**config.mk**
```make
export PLATFORM = sky130hd
export DESIGN_NAME = cpuTop
export DESIGN_NICKNAME = d
export VERILOG_FILES = /design/src/common/cpuPkg.sv /design/src/decode/branchControl.sv /design/src/decode/controlUnit.sv /design/src/decode/decodeStage.sv /design/src/decode/registerFile.sv /design/src/cpuTop.sv /design/src/executeStage.sv /design/src/fetchUnit.sv
export SDC_FILE = /design/constraint.sdc
export NUM_CORES = 2
export LEC_CHECK = 0
export ABC_AREA = 1
export BUFFER_PORTS_ARGS = -buffer_cell sky130_fd_sc_hd__buf_2
export CAP_MARGIN = 25
export CORE_MARGIN = 2
export CORE_UTILIZATION = 30
export CTS_BUF_LIST = sky130_fd_sc_hd__clkbuf_8
export DETAILED_ROUTE_END_ITERATION = 7
export HOLD_SLACK_MARGIN = 0.15
export PLACE_DENSITY_LB_ADDON = 0.15
export SETUP_SLACK_MARGIN = 0.3
export SKIP_LAST_GASP = 1
export SLEW_MARGIN = 30
export SYNTH_ARGS = -nofsm -noshare
export SYNTH_HDL_FRONTEND = slang
export SYNTH_SLANG_ARGS = --single-unit
```
**constraint.sdc**
```tcl
create_clock -name clk -period 7.33 [get_ports clk]
set_clock_uncertainty 0.15 [all_clocks]
set_input_delay 0 -clock clk [delete_from_list [all_inputs] [get_ports clk]]
set_output_delay 0 -clock clk [all_outputs]
set_load 0.02 [all_outputs]
```
**src/common/cpuPkg.sv**
```systemverilog
// ======================================================================
// Shared types for the 16-bit single-cycle core: opcodes, branch
// conditions, the decoded instruction views and the stage structs.
// Imported by every module that passes these signals around.
// ======================================================================

package cpuPkg;

    typedef enum logic [3:0] {
        OpAdd    = 4'h0,
        OpSub    = 4'h1,
        OpXor    = 4'h2,
        OpRed    = 4'h3,
        OpSll    = 4'h4,
        OpSra    = 4'h5,
        OpRor    = 4'h6,
        OpPaddsb = 4'h7,
        OpLw     = 4'h8,
        OpSw     = 4'h9,
        OpLlb    = 4'hA,
        OpLhb    = 4'hB,
        OpB      = 4'hC,
        OpBr     = 4'hD,
        OpPcs    = 4'hE,
        OpHlt    = 4'hF
    } opcodeE;

    typedef enum logic [2:0] {
        CondNe = 3'b000,
        CondEq = 3'b001,
        CondGt = 3'b010,
        CondLt = 3'b011,
        CondGe = 3'b100,
        CondLe = 3'b101,
        CondOv = 3'b110,
        CondAl = 3'b111
    } condE;

    // Branch class carried in ctrlT.branch
    localparam logic [1:0] BranchNone = 2'b00;
    localparam logic [1:0] BranchB    = 2'b01;
    localparam logic [1:0] BranchReg  = 2'b10;
    localparam logic [1:0] BranchHalt = 2'b11;

    typedef struct packed {
        opcodeE     opcode;
        logic [3:0] rd;
        logic [3:0] rs;
        logic [3:0] rt;
    } rFormatT;

    typedef struct packed {
        opcodeE     opcode;
        logic [3:0] rd;
        logic [7:0] imm8;
    } iFormatT;

    typedef struct packed {
        opcodeE     opcode;
        condE       cond;
        logic [8:0] offset;
    } bFormatT;

    // Same instruction word seen through each encoding
    typedef union packed {
        rFormatT r;
        iFormatT i;
        bFormatT b;
    } instrU;

    typedef struct packed {
        logic zero;
        logic overflow;
        logic negative;
    } flagsT;

    typedef struct packed {
        logic       regWrite;
        logic       aluSrc;
        logic       memEnable;
        logic       memWrite;
        logic       memToReg;
        logic       pcRead;
        logic       rdSrc;
        logic       immByte;
        opcodeE     aluOp;
        logic [1:0] branch;
    } ctrlT;

    typedef struct packed {
        ctrlT        ctrl;
        logic [15:0] srcData1;
        logic [15:0] srcData2;
        logic [15:0] imm;
        logic [3:0]  dstReg;
    } execOpT;

    typedef struct packed {
        logic        en;
        logic [3:0]  regNum;
        logic [15:0] data;
    } writeBackT;

endpackage

```
**src/decode/branchControl.sv**
```systemverilog
// ======================================================================
// Branch resolution. Checks the condition code against the flag
// register and selects pc+2, the PC-relative target or a register.
// ======================================================================

`timescale 1ns/1ns

module branchControl import cpuPkg::*; (
    input  logic [1:0]  branch,
    input  condE        cond,
    input  logic [8:0]  offset,
    input  flagsT       flags,
    input  logic [15:0] regTarget,
    input  logic [15:0] pc,
    output logic [15:0] nextPc,
    output logic        taken
);

    logic        condMet;
    logic [15:0] pcPlus2;
    logic [15:0] relTarget;

    always_comb begin
        unique case (cond)
            CondNe: condMet = !flags.zero;
            CondEq: condMet = flags.zero;
            CondGt: condMet = !flags.zero && !flags.negative;
            CondLt: condMet = flags.negative;
            CondGe: condMet = flags.zero || !flags.negative;
            CondLe: condMet = flags.negative || flags.zero;
            CondOv: condMet = flags.overflow;
            default: condMet = 1'b1;
        endcase
    end

    assign pcPlus2   = pc + 16'd2;
    // Offset counts instructions, so it is doubled
    assign relTarget = pcPlus2 + {{6{offset[8]}}, offset, 1'b0};

    assign taken = condMet && ((branch == BranchB) || (branch == BranchReg));

    always_comb begin
        unique case (branch)
            BranchB:    nextPc = condMet ? relTarget : pcPlus2;
            BranchReg:  nextPc = condMet ? regTarget : pcPlus2;
            BranchHalt: nextPc = pc;
            default:    nextPc = pcPlus2;
        endcase
    end

endmodule

```
**src/decode/controlUnit.sv**
```systemverilog
// ======================================================================
// Opcode decoder. Produces the control struct for one instruction;
// the two unsupported opcodes come out as all-inactive control.
// ======================================================================

`timescale 1ns/1ns

module controlUnit import cpuPkg::*; (
    input  opcodeE opcode,
    output ctrlT   ctrl
);

    always_comb begin
        ctrl       = '0;
        ctrl.aluOp = opcode;
        unique case (opcode)
            OpAdd, OpSub, OpXor: begin
                ctrl.regWrite = 1'b1;
            end
            OpSll, OpSra, OpRor: begin
                ctrl.regWrite = 1'b1;
                ctrl.aluSrc   = 1'b1;
            end
            OpLw: begin
                ctrl.regWrite  = 1'b1;
                ctrl.aluSrc    = 1'b1;
                ctrl.memEnable = 1'b1;
                ctrl.memToReg  = 1'b1;
            end
            OpSw: begin
                ctrl.aluSrc    = 1'b1;
                ctrl.memEnable = 1'b1;
                ctrl.memWrite  = 1'b1;
            end
            OpLlb, OpLhb: begin
                ctrl.regWrite = 1'b1;
                ctrl.aluSrc   = 1'b1;
                ctrl.rdSrc    = 1'b1;
                ctrl.immByte  = 1'b1;
            end
            OpB:   ctrl.branch = BranchB;
            OpBr:  ctrl.branch = BranchReg;
            OpPcs: begin
                ctrl.regWrite = 1'b1;
                ctrl.pcRead   = 1'b1;
            end
            OpHlt: ctrl.branch = BranchHalt;
            // RED and PADDSB behave as no-ops
            default: begin
                ctrl = '0;
            end
        endcase
    end

endmodule

```
**src/decode/decodeStage.sv**
```systemverilog
// ======================================================================
// Decode stage. Splits the instruction, picks source registers and the
// immediate, reads the register file and resolves the next PC.
// Purely combinational apart from the register file it contains.
// ======================================================================

`timescale 1ns/1ns

module decodeStage import cpuPkg::*; (
    input  instrU       instr,
    input  logic [15:0] pc,
    input  flagsT       flags,
    input  writeBackT   writeBack,
    input  logic        clk,
    input  logic        rstN,
    output execOpT      execOp,
    output logic [15:0] nextPc,
    output logic        taken,
    output logic        halt
);

    ctrlT        ctrl;
    logic [3:0]  srcReg1;
    logic [3:0]  srcReg2;
    logic [15:0] regData1;
    logic [15:0] regData2;
    logic [15:0] immExt;
    logic [15:0] pcPlus2;

    controlUnit controlUnit0 (
        .opcode (instr.r.opcode),
        .ctrl   (ctrl)
    );

    // LLB and LHB modify rd in place
    assign srcReg1 = ctrl.rdSrc ? instr.r.rd : instr.r.rs;
    // SW stores the value held in rd
    assign srcReg2 = ctrl.memWrite ? instr.r.rd : instr.r.rt;

    registerFile registerFile0 (
        .clk       (clk),
        .rstN      (rstN),
        .srcReg1   (srcReg1),
        .srcReg2   (srcReg2),
        .writeBack (writeBack),
        .srcData1  (regData1),
        .srcData2  (regData2)
    );

    // Byte immediate is zero-extended, the nibble is sign-extended
    assign immExt = ctrl.immByte ? {8'h00, instr.i.imm8}
                                 : {{12{instr.r.rt[3]}}, instr.r.rt};

    assign pcPlus2 = pc + 16'd2;

    assign execOp = '{
        ctrl:     ctrl,
        srcData1: ctrl.pcRead ? pcPlus2 : regData1,
        srcData2: regData2,
        imm:      immExt,
        dstReg:   instr.r.rd
    };

    branchControl branchControl0 (
        .branch    (ctrl.branch),
        .cond      (instr.b.cond),
        .offset    (instr.b.offset),
        .flags     (flags),
        .regTarget (regData1),
        .pc        (pc),
        .nextPc    (nextPc),
        .taken     (taken)
    );

    assign halt = (ctrl.branch == BranchHalt);

endmodule

```
**src/decode/registerFile.sv**
```systemverilog
// ======================================================================
// Sixteen 16-bit architectural registers. Two combinational read
// ports and one write port committed at the rising clock edge.
// ======================================================================

`timescale 1ns/1ns

module registerFile import cpuPkg::*; (
    input  logic        clk,
    input  logic        rstN,
    input  logic [3:0]  srcReg1,
    input  logic [3:0]  srcReg2,
    input  writeBackT   writeBack,
    output logic [15:0] srcData1,
    output logic [15:0] srcData2
);

    logic [15:0] regs [16];

    // R0 is never written, so it keeps its reset value of zero
    always_ff @(posedge clk or negedge rstN) begin
        if (!rstN) begin
            for (int i = 0; i < 16; i++) begin
                regs[i] <= 16'h0000;
            end
        end else if (writeBack.en && (writeBack.regNum != 4'd0)) begin
            regs[writeBack.regNum] <= writeBack.data;
        end
    end

    assign srcData1 = regs[srcReg1];
    assign srcData2 = regs[srcReg2];

endmodule

```
**src/cpuTop.sv**
```systemverilog
// ======================================================================
// Core top level. Joins fetch, decode and execute; instruction memory
// sits outside and answers instrAddr combinationally on instr.
// ======================================================================

`timescale 1ns/1ns

module cpuTop import cpuPkg::*; #(
    parameter int DataWords = 64
) (
    input  logic        clk,
    input  logic        rstN,
    input  logic [15:0] instr,
    output logic [15:0] instrAddr,
    output logic        halted,
    output writeBackT   retire
);

    logic [15:0] nextPc;
    logic        halt;
    flagsT       flags;
    execOpT      execOp;

    fetchUnit fetchUnit0 (
        .clk       (clk),
        .rstN      (rstN),
        .nextPc    (nextPc),
        .halt      (halt),
        .instrAddr (instrAddr),
        .halted    (halted)
    );

    decodeStage decodeStage0 (
        .instr     (instrU'(instr)),
        .pc        (instrAddr),
        .flags     (flags),
        .writeBack (retire),
        .clk       (clk),
        .rstN      (rstN),
        .execOp    (execOp),
        .nextPc    (nextPc),
        .taken     (),
        .halt      (halt)
    );

    executeStage #(
        .DataWords (DataWords)
    ) executeStage0 (
        .clk       (clk),
        .rstN      (rstN),
        .execOp    (execOp),
        .halted    (halted),
        .flags     (flags),
        .writeBack (retire)
    );

endmodule

```
**src/executeStage.sv**
```systemverilog
// ======================================================================
// Execute stage. ALU with saturating add/sub and shifts, the flag
// register, a word-addressed data memory and the write-back select.
// Nothing commits once the core has halted.
// ======================================================================

`timescale 1ns/1ns

module executeStage import cpuPkg::*; #(
    parameter int DataWords = 64
) (
    input  logic      clk,
    input  logic      rstN,
    input  execOpT    execOp,
    input  logic      halted,
    output flagsT     flags,
    output writeBackT writeBack
);

    localparam int AddrBits = $clog2(DataWords);

    ctrlT                ctrl;
    logic [15:0]         opA;
    logic [15:0]         opB;
    logic [3:0]          shamt;
    logic [16:0]         wideSum;
    logic                satOvf;
    logic [15:0]         satResult;
    logic [31:0]         rotWide;
    logic [15:0]         memAddr;
    logic [AddrBits-1:0] memIdx;
    logic [15:0]         memRead;
    logic [15:0]         aluResult;
    logic                setsAll;
    logic                setsZero;
    logic [15:0]         dataMem [DataWords];

    assign ctrl  = execOp.ctrl;
    assign opA   = execOp.srcData1;
    assign opB   = ctrl.aluSrc ? execOp.imm : execOp.srcData2;
    assign shamt = execOp.imm[3:0];

    // One extra sign bit, so signed overflow shows as bit 16 != bit 15
    assign wideSum = (ctrl.aluOp == OpSub) ? {opA[15], opA} - {opB[15], opB}
                                           : {opA[15], opA} + {opB[15], opB};
    assign satOvf    = wideSum[16] ^ wideSum[15];
    assign satResult = !satOvf ? wideSum[15:0]
                               : (wideSum[16] ? 16'h8000 : 16'h7FFF);

    assign rotWide = {opA, opA} >> shamt;

    // Base plus a word offset
    assign memAddr = opA + {execOp.imm[14:0], 1'b0};
    assign memIdx  = memAddr[AddrBits:1];
    assign memRead = dataMem[memIdx];

    always_comb begin
        unique case (ctrl.aluOp)
            OpAdd, OpSub: aluResult = satResult;
            OpXor:        aluResult = opA ^ opB;
            OpSll:        aluResult = opA << shamt;
            OpSra:        aluResult = $signed(opA) >>> shamt;
            OpRor:        aluResult = rotWide[15:0];
            OpLlb:        aluResult = {opA[15:8], opB[7:0]};
            OpLhb:        aluResult = {opB[7:0], opA[7:0]};
            OpPcs:        aluResult = opA;
            default:      aluResult = memAddr;
        endcase
    end

    assign setsAll  = ctrl.regWrite &&
                      ((ctrl.aluOp == OpAdd) || (ctrl.aluOp == OpSub));
    assign setsZero = ctrl.regWrite &&
                      ((ctrl.aluOp == OpXor) || (ctrl.aluOp == OpSll) ||
                       (ctrl.aluOp == OpSra) || (ctrl.aluOp == OpRor));

    always_ff @(posedge clk or negedge rstN) begin
        if (!rstN) begin
            flags <= '0;
        end else if (!halted) begin
            if (setsAll) begin
                flags <= '{zero:     (aluResult == 16'h0000),
                           overflow: satOvf,
                           negative: aluResult[15]};
            end else if (setsZero) begin
                flags.zero <= (aluResult == 16'h0000);
            end
        end
    end

    always_ff @(posedge clk) begin
        if (ctrl.memEnable && ctrl.memWrite && !halted) begin
            dataMem[memIdx] <= execOp.srcData2;
        end
    end

    assign writeBack = '{
        en:     ctrl.regWrite && !halted,
        regNum: execOp.dstReg,
        data:   ctrl.memToReg ? memRead : aluResult
    };

endmodule

```
**src/fetchUnit.sv**
```systemverilog
// ======================================================================
// Program counter and sticky halt flag. Loads the next PC from branch
// control each cycle until a halt is seen, then freezes until reset.
// ======================================================================

`timescale 1ns/1ns

module fetchUnit (
    input  logic        clk,
    input  logic        rstN,
    input  logic [15:0] nextPc,
    input  logic        halt,
    output logic [15:0] instrAddr,
    output logic        halted
);

    always_ff @(posedge clk or negedge rstN) begin
        if (!rstN) begin
            instrAddr <= 16'h0000;
        end else if (!halted) begin
            instrAddr <= nextPc;
        end
    end

    // Stays set once HLT has been decoded
    always_ff @(posedge clk or negedge rstN) begin
        if (!rstN) begin
            halted <= 1'b0;
        end else if (halt) begin
            halted <= 1'b1;
        end
    end

endmodule

```
==> impl_metrics.ini <==
[global_routing]
antenna_found_initial = 7
grt_pass1_vias = 43300
grt_start_max_net_pins = 145
overflow = 0
grt_first_pass_wirelength_um = 321000
grtUsageTotal_pct = 22.0

[timing]
max_freq_ghz = 0.148
max-slew-margin-rel_pct = 31.9
fin_hold_ws_ns = 0.234
final_hold_viol_count = 0
min_period_ns = 6.74
setup_viol = 0
fin_ws_ns = 0.587
slew_viol_final = 0
worst_pin_slew_ns = 1.02
rsz0062_at_grt = true
fin_setup_tns_ns = 0
min_period_over_period_pct = 92.0

[critical_path]
critical-path-slowest-cell = nor4_2
critPathBufInv = 9
startpoint_type = flip-flop
worstSetupEndpointType = output port
cpMostUsedCell = nand2_1
cp_max_fo = 42
cp.arrival_ns = 6.59
rrSetupSlack_ns = 1.24
crit_family = simple AND/OR/NAND/NOR gates
critical_path_class = flip-flop to output port
r2r-start = fetchUnit0.instrAddr[1]
reg2reg_depth = 24
max_stage_delay_ns = 0.55
required_ns = 7.18
cp_num_cells = 27
r2r_end = decodeStage0.registerFile0.regs[148]

[placement]
place_ws_ns = 0.132
gp_congestion = 0.925
place_area_um2 = 64000
io_buffers = 55
dp_hpwl_um = 143000

[logic_synthesis]
syn_avg_cell_area_um2 = 10.7
ys.flop_type = edfxtp_1
yosysUniqueCellTypes = 60
yosys_warnings = 0
synthCells = 5513
ys_seq_area_share_pct = 63.6
syn_nets = 5583
synth.cell_area_um2 = 59200
async_reset_ff_share_pct = 21.2
ys_seq_elements = 1300
synth_edf_count = 1024

[worst_hold_path]
hold_path.class = flip-flop to flip-flop
worstHoldStart = decodeStage0.registerFile0.regs[242]
whs_path_depth = 0
whs_endpoint = decodeStage0.registerFile0.regs[242]

[finish]
mostFrequentLayoutCell = nand2_1
fillCellCount = 19700
areaGrowthSynthToFinish_pct = 16.3
drive_gt1_share_pct = 13.2
final_cell_mix = nand2_1 (1227), edfxtp_1 (1024), nand3_1 (545)
seq_area_um2 = 37700
multi_input_area_um2 = 18800
nets = 5856
final_area_um2 = 68900

[outcome]
status = finished with violations
violations = design-rule violations

[run]
drv_cap = 0

[power_and_ir_drop]
internal-power_mw = 14.3
sequentialPowerShare_pct = 39.8
combPwrFrac_pct = 33.3
power_frac_clock_pct = 26.9
power.switching_mw = 8.97
power_leakage_nw = 25.8
ir_worst_vdd_mv = 0.176
p_total_mw = 23.2
p_sw_share_pct = 38.6
p_per_area_nw_per_um2 = 337

[die]
dieArea_um2 = 201000
ios = 56
fp-row-count = 163
dieWidth_um = 448
die_y_um = 448
initial_core_util_pct = 30.1
core_um2 = 197000

[clocking]
path_clk_slew_ns = 0.07
cts_buffers = 220
cts_buffer_depth = 3
cts_root_buf = clkbuf_8
cts_num_sinks = 1300
cts_tree = done
htreeDepth = 4
insertion_delay_ns = 0.98

[detailed_routing]
route.detailed.drc = 3
routed_wirelength_um = 224000
wire_per_inst_um = 25.9
firstDrtPassIters = 8
vias_per_cell = 5.20
drt_iter0_markers = 4585
via_count = 44800
drtAntennaViolNets = 0
flip-flops by register name (all words and copies together), names as in the netlist:
| register | cells |
|---|---|
| fetchUnit0.halted | 1 |
| executeStage0.flags | 3 |
| decodeStage0.registerFile0.regs | 256 |
| executeStage0.dataMem | 1024 |
| fetchUnit0.instrAddr | 16 |
logic make-up after synthesis:
group | count (synthesis) | synth area share [%]
adder cells (fa/ha/maj) | 52 | 1.14
AO/OA/AOI/OAI | 1208 | 13.6
AND/OR/NAND/NOR | 2138 | 15.5
XOR/XNOR | 50 | 0.740
buffers and inverters | 765 | 5.51
flip-flops | 1300 | 63.6
cell usage after synthesis, drive strengths merged (38+ instances only):
master,number,area (um2)
a21oi,180,916
a221oi,90,788
a22o,65,569
a22oi,281,2140
a41oi,39,342
buf,177,1040
clkbuf,162,617
dfrtp,276,6910
edfxtp,1024,30700
ha,49,613
inv,420,1580
nand2,1264,4810
nand3,553,2800
nand4,75,469
nor2,190,742
o211ai,96,721
o21ai,384,2000
xor2,38,333
final cells by class:
cell class                      count  area share, %
Clock buffer                      231           4.62
Antenna cell                        3         0.0109
Clock inverter                    178           1.42
Multi-Input combinational cell   3448           27.3
Inverter                          426           2.32
Sequential cell                  1300           54.7
Timing Repair Buffer              390           4.91
Tap cell                         2640           4.80
per-stage QoR:
| stage | std cells | util [%] |
|---|---|---|
| finish | 8616 | 35.0 |
| global route | 8615 | 35.0 |
| CTS | 8612 | 34.9 |
| detailed placement | 8151 | 32.5 |
| global placement | 8151 | 32.5 |
| floorplan | 5513 | - |
routing by layer:
layer	wire length (um)	track usage [%]	up-vias
met4	7720	7.66	0
met2	105000	35.6	1592
met5	0	0	-
met3	12700	3.26	337
li1	-	-	20500
met1	98200	29.9	22400
power groups by stage:
stage	sequential [mW]	combinational, mW	clock, mW
finish	9.24	7.73	6.25
global route	9.31	8.42	6.73
CTS	9.24	7.72	6.43
detailed placement	9.38	7.63	0
global placement	9.38	7.62	0
floorplan	9.32	4.21	0
worst max path at each step:
| stage | startpoint | endpoint |
|---|---|---|
| 4_1_cts | instr[4] | retire[11] |
| 6_report | decodeStage0.registerFile0.regs[209] | retire[2] |
| 3_5_place_dp | instr[15] | retire[9] |
| 2_1_floorplan | instr[13] | decodeStage0.registerFile0.regs[124] |
| 3_3_place_gp | instr[15] | decodeStage0.registerFile0.regs[237] |
| 5_1_grt | decodeStage0.registerFile0.regs[81] | retire[1] |
what timing repair did:
action | in CTS | in global routing
resized for setup | 8 | 32
setup buffers | 1 | 0
endpoints found under the hold margin | 506 | 0
hold buffers | 51 | 0
endpoints found under the setup margin | 12 | 16
cloned | 0 | 0
pin swaps | 3 | 5
Note: power is estimated with default switching activity, not from simulation.
